--- src/verilog/csr_pkg.sv ---
/*
 * CSR unit package
 * Widths, funct3 codes, operation kinds and the Zicsr instruction layout
 */

`default_nettype none

package csr_pkg;

    // Data and address widths
    localparam int XLEN       = 32;
    localparam int CSR_ADDR_W = 8;
    localparam int CSR_DEPTH  = 1 << CSR_ADDR_W;
    localparam int REG_ADDR_W = 5;
    localparam int ZIMM_W     = 5;

    // Instruction field widths
    localparam int CSR_W      = 12;
    localparam int FUNCT3_W   = 3;
    localparam int OPCODE_W   = 7;

    // Zicsr funct3 codes
    localparam logic [FUNCT3_W-1:0] F3_CSRRW  = 3'd1;
    localparam logic [FUNCT3_W-1:0] F3_CSRRS  = 3'd2;
    localparam logic [FUNCT3_W-1:0] F3_CSRRC  = 3'd3;
    localparam logic [FUNCT3_W-1:0] F3_CSRRWI = 3'd5;
    localparam logic [FUNCT3_W-1:0] F3_CSRRSI = 3'd6;
    localparam logic [FUNCT3_W-1:0] F3_CSRRCI = 3'd7;

    // Kind of update applied to the CSR
    typedef enum logic [1:0] {
        OP_NONE,
        OP_WRITE,
        OP_SET,
        OP_CLEAR
    } csr_op_e;

    // Register form, source operand comes from rs1
    typedef struct packed {
        logic [CSR_W-1:0]      csr;
        logic [REG_ADDR_W-1:0] rs1;
        logic [FUNCT3_W-1:0]   funct3;
        logic [REG_ADDR_W-1:0] rd;
        logic [OPCODE_W-1:0]   opcode;
    } csr_reg_t;

    // Immediate form, the rs1 slot carries a 5-bit unsigned immediate
    typedef struct packed {
        logic [CSR_W-1:0]      csr;
        logic [ZIMM_W-1:0]     zimm;
        logic [FUNCT3_W-1:0]   funct3;
        logic [REG_ADDR_W-1:0] rd;
        logic [OPCODE_W-1:0]   opcode;
    } csr_imm_t;

    // One instruction word, two decodings picked by funct3[2]
    typedef union packed {
        csr_reg_t r;
        csr_imm_t i;
    } csr_instr_u;

endpackage

`default_nettype wire

--- src/verilog/csr_decode.sv ---
/*
 * CSR instruction decoder
 * Maps funct3 to an update kind, selects the operand and applies write rules
 */

`timescale 1ns/1ps
`default_nettype none

module csr_decode
    import csr_pkg::*;
(
    input  logic                  aclk,
    input  logic                  aresetn,
    input  logic                  srst,
    input  logic                  accept,
    input  csr_instr_u            instr,
    input  logic [XLEN-1:0]       rs1_val,
    output logic                  rd_en,
    output logic [CSR_ADDR_W-1:0] rd_addr_req,
    output logic [CSR_ADDR_W-1:0] csr_addr,
    output logic [XLEN-1:0]       operand,
    output csr_op_e               op,
    output logic                  csr_we,
    output logic                  rd_we,
    output logic [REG_ADDR_W-1:0] rd_addr
);

    csr_op_e         op_d;
    logic [XLEN-1:0] operand_d;
    logic            imm_form;
    logic            src_nz;
    logic            csr_we_d;
    logic            rd_we_d;

    // Store read starts in the accept cycle, upper CSR bits alias
    assign rd_en       = accept;
    assign rd_addr_req = instr.r.csr[CSR_ADDR_W-1:0];

    always_comb begin
        case (instr.r.funct3)
            F3_CSRRW, F3_CSRRWI: op_d = OP_WRITE;
            F3_CSRRS, F3_CSRRSI: op_d = OP_SET;
            F3_CSRRC, F3_CSRRCI: op_d = OP_CLEAR;
            default:             op_d = OP_NONE;
        endcase
    end

    // funct3[2] selects the immediate view of the word
    assign imm_form  = instr.r.funct3[2];
    assign operand_d = imm_form ? {{(XLEN-ZIMM_W){1'b0}}, instr.i.zimm} : rs1_val;

    // Same bit slot for rs1 and zimm, nonzero either way enables set/clear
    assign src_nz = (instr.r.rs1 != '0);

    always_comb begin
        case (op_d)
            OP_WRITE:          csr_we_d = 1'b1;
            OP_SET, OP_CLEAR:  csr_we_d = src_nz;
            default:           csr_we_d = 1'b0;
        endcase
    end

    assign rd_we_d = (instr.r.rd != '0) && (op_d != OP_NONE);

    // Control fields of the accepted instruction
    always_ff @(posedge aclk or negedge aresetn) begin
        if (!aresetn) begin
            op     <= OP_NONE;
            csr_we <= 1'b0;
            rd_we  <= 1'b0;
        end else if (srst) begin
            op     <= OP_NONE;
            csr_we <= 1'b0;
            rd_we  <= 1'b0;
        end else if (accept) begin
            op     <= op_d;
            csr_we <= csr_we_d;
            rd_we  <= rd_we_d;
        end
    end

    // Payload, held until the next transfer
    always_ff @(posedge aclk) begin
        if (accept) begin
            operand  <= operand_d;
            rd_addr  <= instr.r.rd;
            csr_addr <= instr.r.csr[CSR_ADDR_W-1:0];
        end
    end

endmodule

`default_nettype wire

--- config.mk ---
export PLATFORM = sky130hd
export DESIGN_NAME = csr_decode
export DESIGN_NICKNAME = d
export VERILOG_FILES = /design/src/verilog/csr_pkg.sv /design/src/verilog/csr_decode.sv
export SDC_FILE = /design/constraint.sdc
export NUM_CORES = 1
export LEC_CHECK = 0
export ABC_AREA = 1
export BUFFER_PORTS_ARGS = -buffer_cell sky130_fd_sc_hd__clkbuf_2
export CAP_MARGIN = 5
export CORE_MARGIN = 2
export CORE_UTILIZATION = 41
export CTS_CLUSTER_DIAMETER = 50
export DETAILED_ROUTE_END_ITERATION = 16
export PLACE_DENSITY_LB_ADDON = 0.05
export SLEW_MARGIN = 10
export SYNTH_ARGS = -nofsm -noshare
export SYNTH_HDL_FRONTEND = slang
export SYNTH_SLANG_ARGS = --single-unit
--- constraint.sdc ---
create_clock -name aclk -period 0.8 [get_ports aclk]
set_input_delay 0.04 -clock aclk [delete_from_list [all_inputs] [get_ports aclk]]
set_output_delay 0.04 -clock aclk [all_outputs]
set_load 0.02 [all_outputs]
* Word-level counts from Yosys, hierarchy flattened
Cells that the tools add are included.
** Word-level totals
- Flip-flop bits (word level) :: 49
- Output and inout port bits :: 58
- Input port bits :: 68
- Word-level logic and storage cells :: 34
** Operators by class
- Eq/ne operators :: 9
- Reduce and logical (&&, ||, !) cells :: 9
- Muxes and demuxes :: 9
** Operator list (count)
- $reduce_bool A5 Y1 :: 2
- $eq A3 B3 Y1 const B :: 3
- $reduce_or A2 Y1 :: 4
- $eq A3 B2 Y1 const B :: 2
- $pmux W2 S3 :: 1
- $mux W5 :: 1
- $eq A2 B2 Y1 const B :: 2
- $mux W1 :: 4
- $mux W2 :: 2
- $reduce_bool A2 Y1 :: 2
- $eq A3 B1 Y1 const B :: 1
- $eq A2 B1 Y1 const B :: 1
- $pmux W1 S2 :: 1
- $logic_and A1 B1 Y1 :: 1

* Depth between registers and ports, before layout
Gate-level depths: netlist of the first run.
- Depth after elaboration :: 8
- Gate-level depth with buffers :: 5
- Mapped depth without buffers :: 5

* Worst setup path after synthesis of the first run
OpenSTA, ideal clock, no wires.
- Kind :: reg2reg
- Start point :: reg, netlist name op[1]
- End point :: reg op[1]
- Required time :: 0.674 ns
- Period minus slack after synthesis :: 0.702 ns
- Cell stages (with the launch flop) :: 3
- Setup slack :: 0.098 ns
- Arrival time :: 0.576 ns
- Library setup time :: 0.126 ns
- Path through :: dfrtp_1 -> nand2_1 -> o21ai_0
** RTL lines
- to (signal assigned) :: line csr_decode.sv:76 : op <= op_d;
- to (decl) :: line csr_decode.sv:22 : output csr_op_e op,

* Final worst setup path of the first run
- Start point :: reg rd_addr[2]
- End point :: out rd_addr[2]
** RTL lines
- from (decl) :: line csr_decode.sv:25 : output logic [REG_ADDR_W-1:0] rd_addr
- from (signal assigned) :: line csr_decode.sv:86 : rd_addr <= instr.r.rd;
No word-level cell between the ends.

==> results.toml, run 1 <==
[outcome]
status = "finished with violations"
violations = "negative setup slack"

[timing]
fmax_mhz = 1120
rsz0062_at_grt = "true"
period_needed_ps = 890
hold-worst-slack_ps = 7.95
worstMarginPinSlew_ps = 241
finalWorstSetupSlack_ps = -90.5
finalSetupViolCount = 49
relSlewSlack_pct = 83.9
finalMaxSlewViolations = 0
finalCritPeriodShare_pct = 111
hold_viol = 0
fin_skew_ps = 0

[final_layout]
fillers = 348
diodes = 0
multi_input_area_um2 = 259
syn_to_final_growth_pct = 52.1
layout_common_cells = "clkbuf_2 (64), edfxtp_1 (45), buf_6 (33)"
seq_area_um2 = 1450
final_common_cell = "clkbuf_2"
nNetsFinal = 338
final_area_um2 = 2920
drive_gt1_share_pct = 47.8

[logic_synthesis]
synth_area_leaders = "edfxtp_1 (70%), nor2_1 (6.6%), inv_1 (5.7%)"
ys_warn_count = 0
synth.top_cell.area_share_pct = 70.4
synth_cell_types = 14
synthCells = 144
synthesis.area_um2 = 1920
synth-seq-cells = 49
avgSynthCellArea_um2 = 13.3
yosys.area.top_type = "edfxtp_1"
syn_nets = 212
ys_seq_area_share_pct = 75.6

[clock_tree]
cts_buffer_depth = 2
clock-sinks = 49
tritoncts = "built"
clock_latency_ps = 290
cts-buffers-inserted = 5
cts_setup_buffers = 0
clockRootBuffer = "clkbuf_8"
h-tree-depth = 2
cts.reportedPaths.clkPinSlew_ps = 80

[place]
io_buffer_count = 114
place_ws_ps = -111
dpl-instance-area_um2 = 2490
finalWeightedCongestion = 0.733
hpwl_um = 2680

[routing]
via_count = 1389
wl_per_cell_um = 11.6
drcViolationCount = 0
ant_nets = 0
met2_length_um = 1920
wl_met3_um = 368
dr.pass1.iters = 4
vias_per_cell = 4.31
met1Wirelength_um = 1400
wl_um = 3740
drt_iter0_drc = 55
highest_layer = "met4"

[global_route]
grt_use_total_pct = 13.9
grt_pass1_vias = 1281
grt_antenna_before_repair = 0
grt_first_pass_wirelength_um = 5410
grt_max_degree = 36
grt_overflow = 0

[critical_path]
cp_slowest_cell = "edfxtp_1"
critPathLaunchType = "flop"
cp.buffers_inverters = 1
cp_cell_sequence = "buf_2"
worstSetupPathType = "reg2out"
crit_required_ps = 760
cp_data_arrival_time_ps = 850
cp_slowest_stage_delay_ps = 390
endpoint_kind = "output port"
crit_family = "flip-flops"
path_max_fanout = 1

[floorplanning]
row_count = 24
die_y_um = 72.4
core_um2 = 4440
die_w_um = 72.4
pin_count = 126
dieArea_um2 = 5250
start_util_pct = 43.2

[run]
cap_violations = 0

[power]
p_comb_share_pct = 19.4
p_int_mw = 4.12
p_sw_share_pct = 24.7
p_sw_mw = 1.35
seqPwrFrac_pct = 56.6
clkPwrFrac_pct = 24.0
peakVddDrop_mv = 1.10
powerDensity_nw_per_um2 = 1870
p_leak_nw = 1.42

[worst_hold_path]
hp-class = "in2reg"
==> routing by layer <==
layer | vias up | GRT usage (%)
met5 | - | 0
met4 | 0 | 5.56
met3 | 6 | 6.53
met2 | 70 | 24.5
met1 | 614 | 14.4
li1 | 699 | -
==> synth_stat cells <==
cell      instances
nand2_1          10
nand3_1           2
mux2_2            4
nand3b_1          1
o21ai_0           1
edfxtp_1         45
buf_4             9
mux2_4            1
dfrtp_1           4
nor2_2            1
nor2_1           34
inv_1            29
clkbuf_8          2
buf_6             1
==> worst reg2reg max path: stages (launching register included) <==
cell and delay [ps]:
dfrtp_1 400, nand2_1 70, o21ai_0 70
==> power by group through the flow <==
stage | combinational, mW | sequential [mW] | clock [mW]
finish | 1.06 | 3.10 | 1.31
global route | 1.14 | 3.12 | 1.46
CTS | 0.917 | 3.07 | 1.37
detailed placement | 0.860 | 3.13 | 0
global placement | 0.857 | 3.12 | 0
floorplan | 0.199 | 3.40 | 0
==> layout make-up <==
| type | instances | area share (%) |
|---|---|---|
| well taps | 52 | 2.23 |
| multi-input cells | 54 | 8.87 |
| repair buffers | 131 | 32.9 |
| clock inverters | 1 | 0.129 |
| clock buffers | 6 | 2.49 |
| flip-flops and latches | 49 | 49.7 |
| inverters | 29 | 3.73 |
==> what timing repair did <==
action | 4_1_cts | 5_1_grt
pin swaps | 0 | 2
endpoints found under the setup margin | 49 | 50
hold endpoints to repair | 18 | 0
resized for setup | 0 | 116
hold buffers | 15 | 0
==> sequential cells by signal, summed over array words and instances (netlist names) <==
register	cells
csr_addr	8
operand	32
csr_we	1
rd_addr	5
op	2
rd_we	1
==> metrics by stage <==
stage	std cells	setup TNS, ps	utilization (%)	power [mW]
2_1_floorplan	144	0	-	3.60
3_3_place_gp	302	-2190	56.1	3.98
3_5_place_dp	302	-2480	56.1	3.99
4_1_cts	324	-3650	61.2	5.36
5_1_grt	322	-4960	65.7	5.72
6_report	322	-2900	65.7	5.47
==> logic make-up after synthesis <==
kind of cell | after synthesis | share of synthesized area (%)
DFF | 49 | 75.6
muxes | 5 | 3.13
buffers and inverters | 41 | 11.2
and+or+nand+nor | 48 | 9.84
AOI/OAI and AO/OA | 1 | 0.260
==> path summary, 6_finish.rpt <==
path	start	end	slack [ps]	depth (start not counted)
min in group asynchronous	aresetn	op[0]	90	2
hold / removal	srst	op[0]	8	4
setup reg to reg	op[1]	op[1]	150	2
max in group asynchronous	aresetn	op[1]	590	2
hold reg to reg	op[0]	op[0]	500	2
setup / recovery	rd_addr[2]	rd_addr[2]	-90	1
Note: power is estimated with default switching activity, not from simulation.
==> inputs of run 2 (changes only) <==
- MAX_ROUTING_LAYER: unset -> met4
==> run 2 against run 1 <==
The run still ends with negative setup slack left. Core utilization did not move. Sequential share of layout area did not move. First-iteration DRC count rose by 20%. Die area did not move.
==> results.toml, run 2 (synthesis gave the netlist of run 1 again) <==
[place]
hpwl_um = 2680
dpl-instance-area_um2 = 2490
io_buffer_count = 114
dp.cells = 302
finalWeightedCongestion = 0.742

[outcome]
status = "finished with violations"
violations = "negative setup slack"

[worst_hold_path]
hp-class = "in2reg"
min_delay_path_depth = 4

[global_route]
grt_antenna_before_repair = 0
grt_first_pass_wirelength_um = 5410
grt_use_total_pct = 14.4
grt_overflow = 0
grt_pass1_vias = 1281
grt_max_degree = 36

[timing]
finalWorstSetupSlack_ps = -90.5
finalMaxSlewViolations = 0
hold_viol = 0
finalCritPeriodShare_pct = 111
fin_skew_ps = 0
period_needed_ps = 890
relSlewSlack_pct = 83.9
finalSetupViolCount = 49
fin_tns_setup_ps = -2900
worstMarginPinSlew_ps = 241
rsz0062_at_grt = "true"
fmax_mhz = 1120

[critical_path]
ff2ff_path_depth = 2
cp_cell_sequence = "buf_2"
cp_slowest_stage_delay_ps = 390
crit_required_ps = 760
crit_family = "flip-flops"
path_depth = 1
cp_data_arrival_time_ps = 850
critPathLaunchType = "flop"
path_max_fanout = 1
cp_slowest_cell = "edfxtp_1"
worstSetupPathType = "reg2out"
endpoint_kind = "output port"
cp.buffers_inverters = 1

[power]
p_leak_nw = 1.42
p_sw_mw = 1.35
p_sw_share_pct = 24.7
clkPwrFrac_pct = 24.0
p_comb_share_pct = 19.4
peakVddDrop_mv = 1.10
seqPwrFrac_pct = 56.6
p_int_mw = 4.12
powerDensity_nw_per_um2 = 1870
total_power_mw = 5.47

[final_layout]
final_common_cell = "clkbuf_2"
layout_common_cells = "clkbuf_2 (64), edfxtp_1 (45), buf_6 (33)"
reg.largest.list = "operand x32, csr_addr x8, rd_addr x5"
nNetsFinal = 338
fillers = 348
regMostFlops = "operand"
final_area_um2 = 2920
stdcell_count = 322
syn_to_final_growth_pct = 52.1
multi_input_area_um2 = 259
seq_area_um2 = 1450
largest_reg_flops = 32
diodes = 0
drive_gt1_share_pct = 47.8

[routing]
drcViolationCount = 0
dr.pass1.iters = 3
vias_per_cell = 4.31
via_count = 1388
drt_iter0_drc = 66
wl_um = 3740
ant_nets = 0
wl_per_cell_um = 11.6

[floorplanning]
core_um2 = 4440
pin_count = 126
die_w_um = 72.4
start_util_pct = 43.2
die_y_um = 72.4
dieArea_um2 = 5250
row_count = 24

[clock_tree]
clock-sinks = 49
cts.reportedPaths.clkPinSlew_ps = 80
clock_latency_ps = 290
cts-buffers-inserted = 5
tritoncts = "built"
cts_buffer_depth = 2
clockRootBuffer = "clkbuf_8"
h-tree-depth = 2

[run]
cap_violations = 0
-- run 2: layer usage --
| metal | GRT usage [%] | up-vias | routed length (um) |
|---|---|---|---|
| met5 | - | - | 0 |
| met2 | 24.5 | 70 | 1910 |
| met4 | 5.56 | 0 | 53 |
| met1 | 14.9 | 613 | 1420 |
| li1 | - | 699 | - |
| met3 | 5.69 | 6 | 346 |
-- run 2: worst paths after layout --
| check | from | to | slack (ps) |
|---|---|---|---|
| max | rd_addr[2] | rd_addr[2] | -90 |
| min | srst | op[0] | 8 |
| max reg2reg | op[1] | op[1] | 150 |
| min reg2reg | op[0] | op[0] | 500 |
| max in group asynchronous | aresetn | op[1] | 590 |
| min in group asynchronous | aresetn | op[0] | 90 |
-- run 2: through the flow --
stage / worst slack (ps) / utilization [%] / hold slack, ps
after detailed placement: -111 / 56.1 / -146
final: -90.5 / 65.7 / 7.95
after global placement: -85.2 / 56.1 / -149
after floorplan: 97.9 / - / -256
after global routing: -130 / 65.7 / 5.45
after CTS: -110 / 61.2 / 2.29
-- run 2: cell type report --
cell class,instances,area share [%]
clock buffers,6,2.49
clock inverters,1,0.129
inverters,29,3.73
multi-input cells,54,8.87
flip-flops and latches,49,49.7
well taps,52,2.23
repair buffers,131,32.9
-- run 2: worst min-delay path, cell delays in order --
cell and delay, ps:
clkbuf_2 90, inv_1 40, nand3_1 50, nand2_1 50
-- run 2: timing repair --
action                                  4_1_cts  5_1_grt
cloned                                        0        0
gates resized for setup                       0      116
endpoints found under the setup margin       49       50
buffers inserted                              0        0
hold buffers                                 15        0
endpoints found under the hold margin        18        0
pin swaps                                     0        2
-- run 2: power by group through the flow --
stage | sequential (mW) | combinational (mW) | clock [mW]
after detailed placement | 3.13 | 0.860 | 0
after floorplan | 3.40 | 0.199 | 0
after global placement | 3.12 | 0.857 | 0
after CTS | 3.07 | 0.917 | 1.37
after global routing | 3.12 | 1.14 | 1.46
final | 3.10 | 1.06 | 1.31
