File: config.mk
export PLATFORM = sky130hd
export DESIGN_NAME = csr_exec
export DESIGN_NICKNAME = d
export VERILOG_FILES = /design/src/verilog/csr_pkg.sv /design/src/verilog/csr_exec.sv
export SDC_FILE = /design/constraint.sdc
export NUM_CORES = 1
export LEC_CHECK = 0
export ABC_AREA = 1
export ABC_CLOCK_PERIOD_IN_PS = 2200
export BUFFER_PORTS_ARGS = -buffer_cell sky130_fd_sc_hd__buf_4
export CORE_MARGIN = 2
export CORE_UTILIZATION = 48
export CTS_CLUSTER_SIZE = 28
export DETAILED_ROUTE_END_ITERATION = 12
export GPL_TIMING_DRIVEN = 0
export PLACE_DENSITY = 0.8
export SLEW_MARGIN = 20
export SYNTH_ARGS = -nofsm -noshare
export SYNTH_HDL_FRONTEND = slang
export SYNTH_SLANG_ARGS = --single-unit
File: constraint.sdc
create_clock -name aclk -period 2.2 [get_ports aclk]
set_input_delay 0.11 -clock aclk [delete_from_list [all_inputs] [get_ports aclk]]
set_output_delay 0.11 -clock aclk [all_outputs]
set_load 0.02 [all_outputs]
File: src/verilog/csr_pkg.sv
/*
 * CSR unit package
 * Widths, funct3 codes, operation kinds and the Zicsr instruction layout
 */

`default_nettype none

package csr_pkg;

    // Data and address widths
    localparam int XLEN       = 32;
    localparam int CSR_ADDR_W = 8;
    localparam int CSR_DEPTH  = 1 << CSR_ADDR_W;
    localparam int REG_ADDR_W = 5;
    localparam int ZIMM_W     = 5;

    // Instruction field widths
    localparam int CSR_W      = 12;
    localparam int FUNCT3_W   = 3;
    localparam int OPCODE_W   = 7;

    // Zicsr funct3 codes
    localparam logic [FUNCT3_W-1:0] F3_CSRRW  = 3'd1;
    localparam logic [FUNCT3_W-1:0] F3_CSRRS  = 3'd2;
    localparam logic [FUNCT3_W-1:0] F3_CSRRC  = 3'd3;
    localparam logic [FUNCT3_W-1:0] F3_CSRRWI = 3'd5;
    localparam logic [FUNCT3_W-1:0] F3_CSRRSI = 3'd6;
    localparam logic [FUNCT3_W-1:0] F3_CSRRCI = 3'd7;

    // Kind of update applied to the CSR
    typedef enum logic [1:0] {
        OP_NONE,
        OP_WRITE,
        OP_SET,
        OP_CLEAR
    } csr_op_e;

    // Register form, source operand comes from rs1
    typedef struct packed {
        logic [CSR_W-1:0]      csr;
        logic [REG_ADDR_W-1:0] rs1;
        logic [FUNCT3_W-1:0]   funct3;
        logic [REG_ADDR_W-1:0] rd;
        logic [OPCODE_W-1:0]   opcode;
    } csr_reg_t;

    // Immediate form, the rs1 slot carries a 5-bit unsigned immediate
    typedef struct packed {
        logic [CSR_W-1:0]      csr;
        logic [ZIMM_W-1:0]     zimm;
        logic [FUNCT3_W-1:0]   funct3;
        logic [REG_ADDR_W-1:0] rd;
        logic [OPCODE_W-1:0]   opcode;
    } csr_imm_t;

    // One instruction word, two decodings picked by funct3[2]
    typedef union packed {
        csr_reg_t r;
        csr_imm_t i;
    } csr_instr_u;

endpackage

`default_nettype wire

File: src/verilog/csr_exec.sv
/*
 * CSR execution control
 * Handshake FSM that computes the new CSR value and drives CSR and rd writes
 */

`timescale 1ns/1ps
`default_nettype none

module csr_exec
    import csr_pkg::*;
(
    input  logic                  aclk,
    input  logic                  aresetn,
    input  logic                  srst,
    input  logic                  valid,
    input  logic [XLEN-1:0]       old_val,
    input  logic [XLEN-1:0]       operand,
    input  csr_op_e               op,
    input  logic                  csr_we,
    input  logic                  rd_we,
    input  logic [CSR_ADDR_W-1:0] csr_addr,
    output logic                  ready,
    output logic                  accept,
    output logic                  wr_en,
    output logic [CSR_ADDR_W-1:0] wr_addr,
    output logic [XLEN-1:0]       wr_data,
    output logic                  rd_wr,
    output logic [XLEN-1:0]       rd_val
);

    typedef enum logic [1:0] {
        IDLE,
        COMPUTE,
        STORE
    } state_e;

    state_e          state;
    logic [XLEN-1:0] new_val;

    // Only the idle state takes a new instruction
    assign ready  = (state == IDLE);
    assign accept = valid && ready;

    // Merge the old CSR value with the operand
    always_comb begin
        case (op)
            OP_WRITE: new_val = operand;
            OP_SET:   new_val = old_val | operand;
            OP_CLEAR: new_val = old_val & ~operand;
            default:  new_val = old_val;
        endcase
    end

    always_ff @(posedge aclk or negedge aresetn) begin
        if (!aresetn) begin
            state  <= IDLE;
            rd_wr  <= 1'b0;
            rd_val <= '0;
            wr_en  <= 1'b0;
        end else if (srst) begin
            state  <= IDLE;
            rd_wr  <= 1'b0;
            rd_val <= '0;
            wr_en  <= 1'b0;
        end else begin
            // Both writes are single-cycle pulses
            rd_wr <= 1'b0;
            wr_en <= 1'b0;

            case (state)
                IDLE: begin
                    if (accept) begin
                        state <= COMPUTE;
                    end
                end

                // Old value and decoded fields are valid here
                COMPUTE: begin
                    rd_wr  <= rd_we;
                    rd_val <= old_val;
                    wr_en  <= csr_we;
                    state  <= STORE;
                end

                // Write lands at the end of this cycle, so the
                // next read sees the updated entry
                STORE: begin
                    state <= IDLE;
                end

                default: begin
                    state <= IDLE;
                end
            endcase
        end
    end

    // Write payload, qualified by wr_en
    always_ff @(posedge aclk) begin
        if (state == COMPUTE) begin
            wr_addr <= csr_addr;
            wr_data <= new_val;
        end
    end

endmodule

`default_nettype wire

# Word-level counts from Yosys, hierarchy flattened
# Index checks and enable logic that the tools add are counted.
[word_totals]
ff_bits = 76
latchBits = 0
ram_bits = 0
mem_bits_ro = 0
out_inout_bits = 76
word_cells = 27
n_memories = 0
[classes]
n_addsub = 0
multipliers = 0
n_div = 0
order_cmp = 0
n_eq_ne = 5
shifts = 0
muxes = 10
bitwise = 3
reduce_logical = 3
[ops]
columns = ["cell", "count"]
rows = [
  ["32-bit case mux with 3 select lines", 1],
  ["32-bit 2-to-1 mux", 2],
  ["32-bit bitwise AND", 1],
  ["32-bit NOT", 1],
  ["32-bit OR", 1],
  ["2-bit by 1-bit == test with 1-bit output, second input constant", 2],
  ["2-bit == test, second input constant", 2],
  ["1-bit 2-to-1 mux", 4],
  ["2-bit 2-to-1 mux", 2],
  ["2-bit case mux with 2 select lines", 1],
  ["3-bit by 2-bit != test with 1-bit output, second input constant", 1],
  ["2-bit zero test", 1],
  ["2-bit nonzero test", 1],
  ["1-bit logical AND", 1],
]

# Depth between registers and ports, before layout
# Gate-level depths: netlist of the first run.
[logic_depth]
ltp_word = 5
depth_mapped = 7
ltp_nobuf = 5

# Worst setup path before layout of the first run
# No wires, ideal clock.
[synth_path]
path_kind = "reg-to-reg"
start = "register state[1]"
end = "register wr_addr[0], enable pin"
t_arrival_ns = 0.905
path_slack_ns = 0.967
path_stages_with_launch = 3
n_path_buf = 1
period_less_slack_ns = 1.233
cell_sequence = "dfrtp_1 -> nor2_8 -> buf_8"
[synth_via]
elab_chain_len = 1
[synth_lines]
columns = ["item", "line", "rtl"]
rows = [
  ["start: declaration", "csr_exec.sv:37", "state_e state;"],
  ["start signal: assignment", "csr_exec.sv:56", "state <= IDLE;"],
  ["start signal: assignment", "csr_exec.sv:61", "state <= IDLE;"],
  ["start signal: assignment", "csr_exec.sv:73", "state <= COMPUTE;"],
  ["2-bit by 1-bit == test with 1-bit output", "csr_exec.sv:100", "if (state == COMPUTE) begin"],
  ["end signal: assignment", "csr_exec.sv:101", "wr_addr <= csr_addr;"],
  ["end: declaration", "csr_exec.sv:25", "output logic [CSR_ADDR_W-1:0] wr_addr,"],
]
# No other way between the ends.
# A chain may end at the register's enable or synchronous reset.

# Final worst setup path of the first run
[layout_path]
start = "register state[1]"
end = "register wr_addr[5], enable pin"
# Same word-level chain as after synthesis.

==> results.toml, run 1 <==
[detailed_routing]
wirelength_um = 10500
drt-pass1-iter-count = 8
num_vias = 3542
drc = 0
wl_per_cell_um = 15.0
drt_iter0_markers = 177
ant_nets = 0
routed_via_density = 5.05

[floorplan]
start_util_pct = 50.0
fp.dieArea_um2 = 8310
core.rowCount = 31
die_w_um = 91.2
die_h_um = 91.2
core_um2 = 7290
ios = 156

[placement]
dpl-instance-area_um2 = 4930
io_buffers = 154
dp_cells = 662
post-dp-hpwl_um = 7610
routabilityCongestion = 0.857

[synth]
syn_area_um2 = 3650
synth_nets = 489
yosys_warnings = 0
yosysSeqAreaShare_pct = 57.7
ys_types = 15
ys_ff_latch = 76
syn_inst = 409
syn_avg_cell_area_um2 = 8.91

[job]
max_cap_violations = 0

[timing]
setup_viol_count_final = 0
finClkSkew_ns = 0.00738
relSlewSlack_pct = 69.7
period_share_pct = 62.7
worst_pin_slew_ns = 0.454
rsz0062_at_grt = "false"
tns_ns = 0
fin_crit_ns = 1.38
max_freq_mhz = 725
hold_violations = 0
report.final.slew_viol_count = 0

[power]
powerDensity_nw_per_um2 = 661
ir_drop_v = 0.000328
total_power_uw = 3580
leakagePower_uw = 0.00297

[clock_tree]
cts_buffers = 9
cts_num_sinks = 76
cts_root_buffer = "clkbuf_8"
clkLatencyLatePin_ns = 0.35
cts_tree = "done"
cts.clk_slew.worst_paths_ns = 0.08
postCtsSetupBuffers = 0
cts.path.max_buffers = 2
htree_levels = 3

[grt]
grt_pass1_wl_um = 16700
grt_usage_pct = 25.5
antenna_found_initial = 0
grt_max_degree = 50
grt-ovfl-total = 0
grt_pass1_vias = 3498

[critical_path]
rr_endpoint = "wr_addr[5]"
criticalPathCategory = "flop to flop"
critPathMaxFanout = 49
cp.arrival_ns = 1.39
r2r-start = "state[1]"
worst-endpoint-required_ns = 2.21
r2r_slack_ns = 0.82
endpoint_kind = "flop"
worstSetupStartpointType = "flop"
reg2regPathDepth = 2

[final_layout]
multi_input_area_um2 = 1170
final-instance-count-excl-fill = 702
diodes = 0
final_core_util_pct = 74.2
area_delta_synth_final_pct = 48.5
drive_gt1_share_pct = 34.3
finalInstanceArea_um2 = 5410
layout.nets = 678
seqCellArea_um2 = 2100
fillers = 530

[min_path]
min_path_cells = 3
hp-class = "input pin to flop"
worstHoldStart = "old_val[24]"
min_to = "rd_val[24]"

[outcome]
outcome = "complete, no violations"
metrics by stage:
step	setup slack [ns]	hold slack (ns)
detailed placement	0.836	0.0929
floorplan	0.967	-0.186
global route	0.736	0.0120
global placement	0.845	0.0909
CTS	0.828	0.000726
finish	0.820	0.00630
cell families (layout without fill, tap and decap cells):
| logic type | Yosys count | count (layout) | share of synthesized area, % |
|---|---|---|---|
| buffers and inverters | 67 | 261 | 10.1 |
| AND/OR/NAND/NOR | 266 | 266 | 32.2 |
| flip-flops | 76 | 76 | 57.7 |
power breakdown:
group          switching [uW]  leakage (uW)  internal [uW]
registers                30.2      0.000865           1580
clock network             540      0.000116            761
logic                     362       0.00199            301
total                     933       0.00297           2640
cells in the mapped netlist:
master    instances  share of area, %
nand2_1         163                17
nand3_1          91                12
edfxtp_1         40                33
inv_1            38               3.9
dfrtp_1          36                25
buf_4            10               2.1
buf_2             9               1.2
nand3_2           5               1.4
buf_6             4               1.2
nor2_1            4              0.41
inv_2             3              0.31
buf_8             2              0.82
nand2_4           2              0.62
buf_12            1              0.55
nor2_8            1              0.55
timing repair:
action,in CTS,in global routing
gates resized for setup,0,0
hold buffers,24,0
endpoints found under the hold margin,59,0
critical path: stages (launching register included):
cell	delay, ns
dfrtp_1	0.46
nor2_8	0.22
buf_8	0.35
area by class of cell:
class                      count  share of cell area [%]
buffer                        26                    3.98
clock buffer                   9                    2.29
clock inverter                 7                    2.27
inverter                      41                    2.84
multi-input combinational    266                    21.7
sequential                    76                    38.8
tap                           99                    2.29
timing repair buffer         178                    25.8
layout by cell type (no fill, tap or decap), types with 3 or more instances in the layout:
master | synthesis | routed
inv_1 | 38 | 38
buf_2 | 9 | 9
clkbuf_8 | 0 | 9
bufinv_16 | 0 | 3
edfxtp_1 | 40 | 40
nand3_1 | 91 | 91
dfrtp_1 | 36 | 36
inv_2 | 3 | 3
dlygate4sd3_1 | 0 | 24
nor2_1 | 4 | 4
buf_4 | 10 | 164
nand3_2 | 5 | 5
nand2_1 | 163 | 163
buf_6 | 4 | 4
how the worst max path moves through the flow:
stage / startpoint / to / slack, ns / cells after the start
6_report: state[1] / wr_addr[5] / 0.82 / 2
5_1_grt: state[1] / accept / 0.74 / 4
4_1_cts: state[1] / accept / 0.83 / 4
3_5_place_dp: state[1] / wr_addr[6] / 0.84 / 2
3_3_place_gp: state[1] / wr_addr[7] / 0.85 / 2
2_1_floorplan: state[1] / wr_addr[0] / 0.97 / 2
registers in the layout (all words and copies together) (netlist names):
register and flops:
state 2, wr_en 1, rd_val 32, wr_data 32, wr_addr 8, rd_wr 1
per-layer routing:
metal	vias to the layer above	GRT usage, %	wire length (um)
li1	1686	-	-
met1	1632	31.3	4060
met2	191	42.7	5270
met3	33	4.15	761
met4	0	14.4	443
met5	-	0	0
Power figures use the tool's default switching activity.
==> run 2, diff against run 1 <==
- ABC_AREA: 1 -> 0
- ABC_CLOCK_PERIOD_IN_PS: 2200 -> 1350
- clock period: 2.2 -> 1.35 ns (I/O delays scaled with it)
==> results.toml, run 2 <==
[grt]
grt_max_degree = 37
grt_pass1_wl_um = 16200
grt-ovfl-total = 0
grt_usage_pct = 24.5
grt_pass1_vias = 3329
antenna_found_initial = 0

[clock_tree]
clkLatencyLatePin_ns = 0.34
postCtsSetupBuffers = 0
cts.clk_slew.worst_paths_ns = 0.08
cts.path.max_buffers = 2
cts_num_sinks = 76
cts_buffers = 9
cts_root_buffer = "clkbuf_8"
cts_tree = "done"
htree_levels = 3

[detailed_routing]
drt_iter0_markers = 108
wl_per_cell_um = 16.3
drt-pass1-iter-count = 4
drc = 0
num_vias = 3346
wirelength_um = 10500
ant_nets = 0
routed_via_density = 5.18

[floorplan]
die_w_um = 92.2
die_h_um = 92.2
ios = 156
fp.dieArea_um2 = 8510
core_um2 = 7650
start_util_pct = 48.9
core.rowCount = 32

[final_layout]
area_delta_synth_final_pct = 52.6
final_common_cell = "buf_4"
layout.nets = 619
drive_gt1_share_pct = 42.3
finalInstanceArea_um2 = 5700
final_cell_mix = "buf_4, nand2_1, edfxtp_1"
top_regs = "rd_val x32, wr_data x32, wr_addr x8"
diodes = 0

[job]
max_cap_violations = 0

[synth]
yosysTopAreaCellShare_pct = 32.2
synth_commonest_cells = "nand2_1, edfxtp_1, a211oi_2, dfrtp_1, nor2_1"
synth_ff_type = "edfxtp_1"
synthArstFlopShare_pct = 47.4
post-synth-top-area-cell = "edfxtp_1"
yosysMostFrequentCell = "nand2_1"
syn_area_um2 = 3740
ys_types = 17
syn_avg_cell_area_um2 = 11.2
yosys_warnings = 0
yosysSeqAreaShare_pct = 56.3
synth_nets = 415
syn_inst = 335
synthTopCellsByArea = "edfxtp_1, dfrtp_1, a211oi_2, nand2_1, a211oi_1"
synth_edf_count = 40
ys_ff_latch = 76

[outcome]
outcome = "complete, no violations"

[power]
swShare_pct = 26.6
internal_power_uw = 4210
p_clk_share_pct = 33.2
ir_drop_v = 0.000769
p_switching_uw = 1530
p_comb_share_pct = 21.0
seqPwrFrac_pct = 45.8
powerDensity_nw_per_um2 = 1010
leakagePower_uw = 0.00239

[critical_path]
worstSetupStartpointType = "flop"
cp.arrival_ns = 1.51
path_buf_inv = 2
path_cells = "nand2b_1, clkbuf_4, buf_2, nand2_1, a21oi_1"
endpoint_kind = "flop"
rr_endpoint = "rd_val[3]"
reg2regPathDepth = 5
critPathTopFamily = "buffers and inverters"
crit_slowest_cell = "dfrtp_1"
critPathMaxFanout = 10
cp_slowest_stage_delay_ns = 0.38
r2r_slack_ns = 0.09
r2r-start = "state[0]"
critPathLaunch = "state[0]"
criticalPathCategory = "flop to flop"
worst-endpoint-required_ns = 1.60

[min_path]
min_to = "rd_val[28]"
worstHoldStart = "old_val[28]"
min_path_cells = 3
hp-class = "input pin to flop"

[timing]
relSlewSlack_pct = 64.7
fin_ws_ns = 0.0882
setup_viol_count_final = 0
rsz0062_at_grt = "true"
max_freq_mhz = 793
report.final.slew_viol_count = 0
hold_violations = 0
fin_crit_ns = 1.26
worst_pin_slew_ns = 0.529
period_share_pct = 93.5
finClkSkew_ns = 0.0184

[placement]
post-dp-hpwl_um = 7150
io_buffers = 153
place_ws_ns = -0.176
routabilityCongestion = 0.811
dpl-instance-area_um2 = 5020
-- run 2: worst max-delay path by stage --
stage,end,depth (start not counted)
floorplan,wr_addr[0],4
global placement,wr_addr[6],4
detailed placement,rd_val[3],6
CTS,rd_val[3],6
global route,rd_val[3],5
finish,rd_val[3],5
-- run 2: repair_timing --
item	CTS	global route
resized for setup	4	8
endpoints found under the hold margin	73	0
hold buffers	38	0
pin swaps	0	0
endpoints found under the setup margin	49	38
cloned	1	1
-- run 2: cell type report --
type / count / area, um^2
plain buffers: 26 / 220
clock buffers: 10 / 128
clock inverters: 6 / 88.8
fillers: 545 / 1950
inverters: 1 / 16.3
multi-input cells: 232 / 1440
flip-flops and latches: 76 / 2100
well taps: 102 / 128
repair buffers: 193 / 1580
-- run 2: cell families after synthesis --
| family | after synthesis | synth area share [%] |
|---|---|---|
| DFF | 76 | 56.3 |
| buffers and inverters | 27 | 5.49 |
| and+or+nand+nor | 136 | 16.3 |
| AOI/OAI and AO/OA | 96 | 22.0 |
-- run 2: power by group through the flow --
| stage | clock, uW | combinational (uW) | sequential, uW |
|---|---|---|---|
| final | 1900 | 1210 | 2620 |
| after global routing | 2030 | 1300 | 2630 |
| after CTS | 1910 | 1190 | 2620 |
| after detailed placement | 0 | 1070 | 2670 |
| after global placement | 0 | 1050 | 2670 |
| after floorplan | 0 | 427 | 2800 |
-- run 2: through the flow --
step	setup TNS (ns)	power [uW]	std cells	utilization, %	hold slack (ns)
5_1_grt	-0.00242	5960	646	74.5	0.0220
2_1_floorplan	0	3230	335	-	-0.228
3_3_place_gp	-7.71	3720	590	65.6	0.0605
3_5_place_dp	-8.04	3750	590	65.6	0.0659
4_1_cts	0	5720	645	73.9	0.00368
6_report	0	5730	646	74.5	0.0120
-- run 2: per-layer routing --
metal / up-vias / wire [um] / track usage (%)
met5: - / 0 / 0
met4: 0 / 326 / 9.45
met3: 20 / 618 / 5.42
met2: 122 / 5490 / 42.7
met1: 1608 / 4090 / 29.5
li1: 1596 / - / -
-- run 2: worst register-to-register path: stages, from the launching register on --
cell,delay (ns)
dfrtp_1,0.38
nand2b_1,0.06
clkbuf_4,0.21
buf_2,0.26
nand2_1,0.10
a21oi_1,0.17
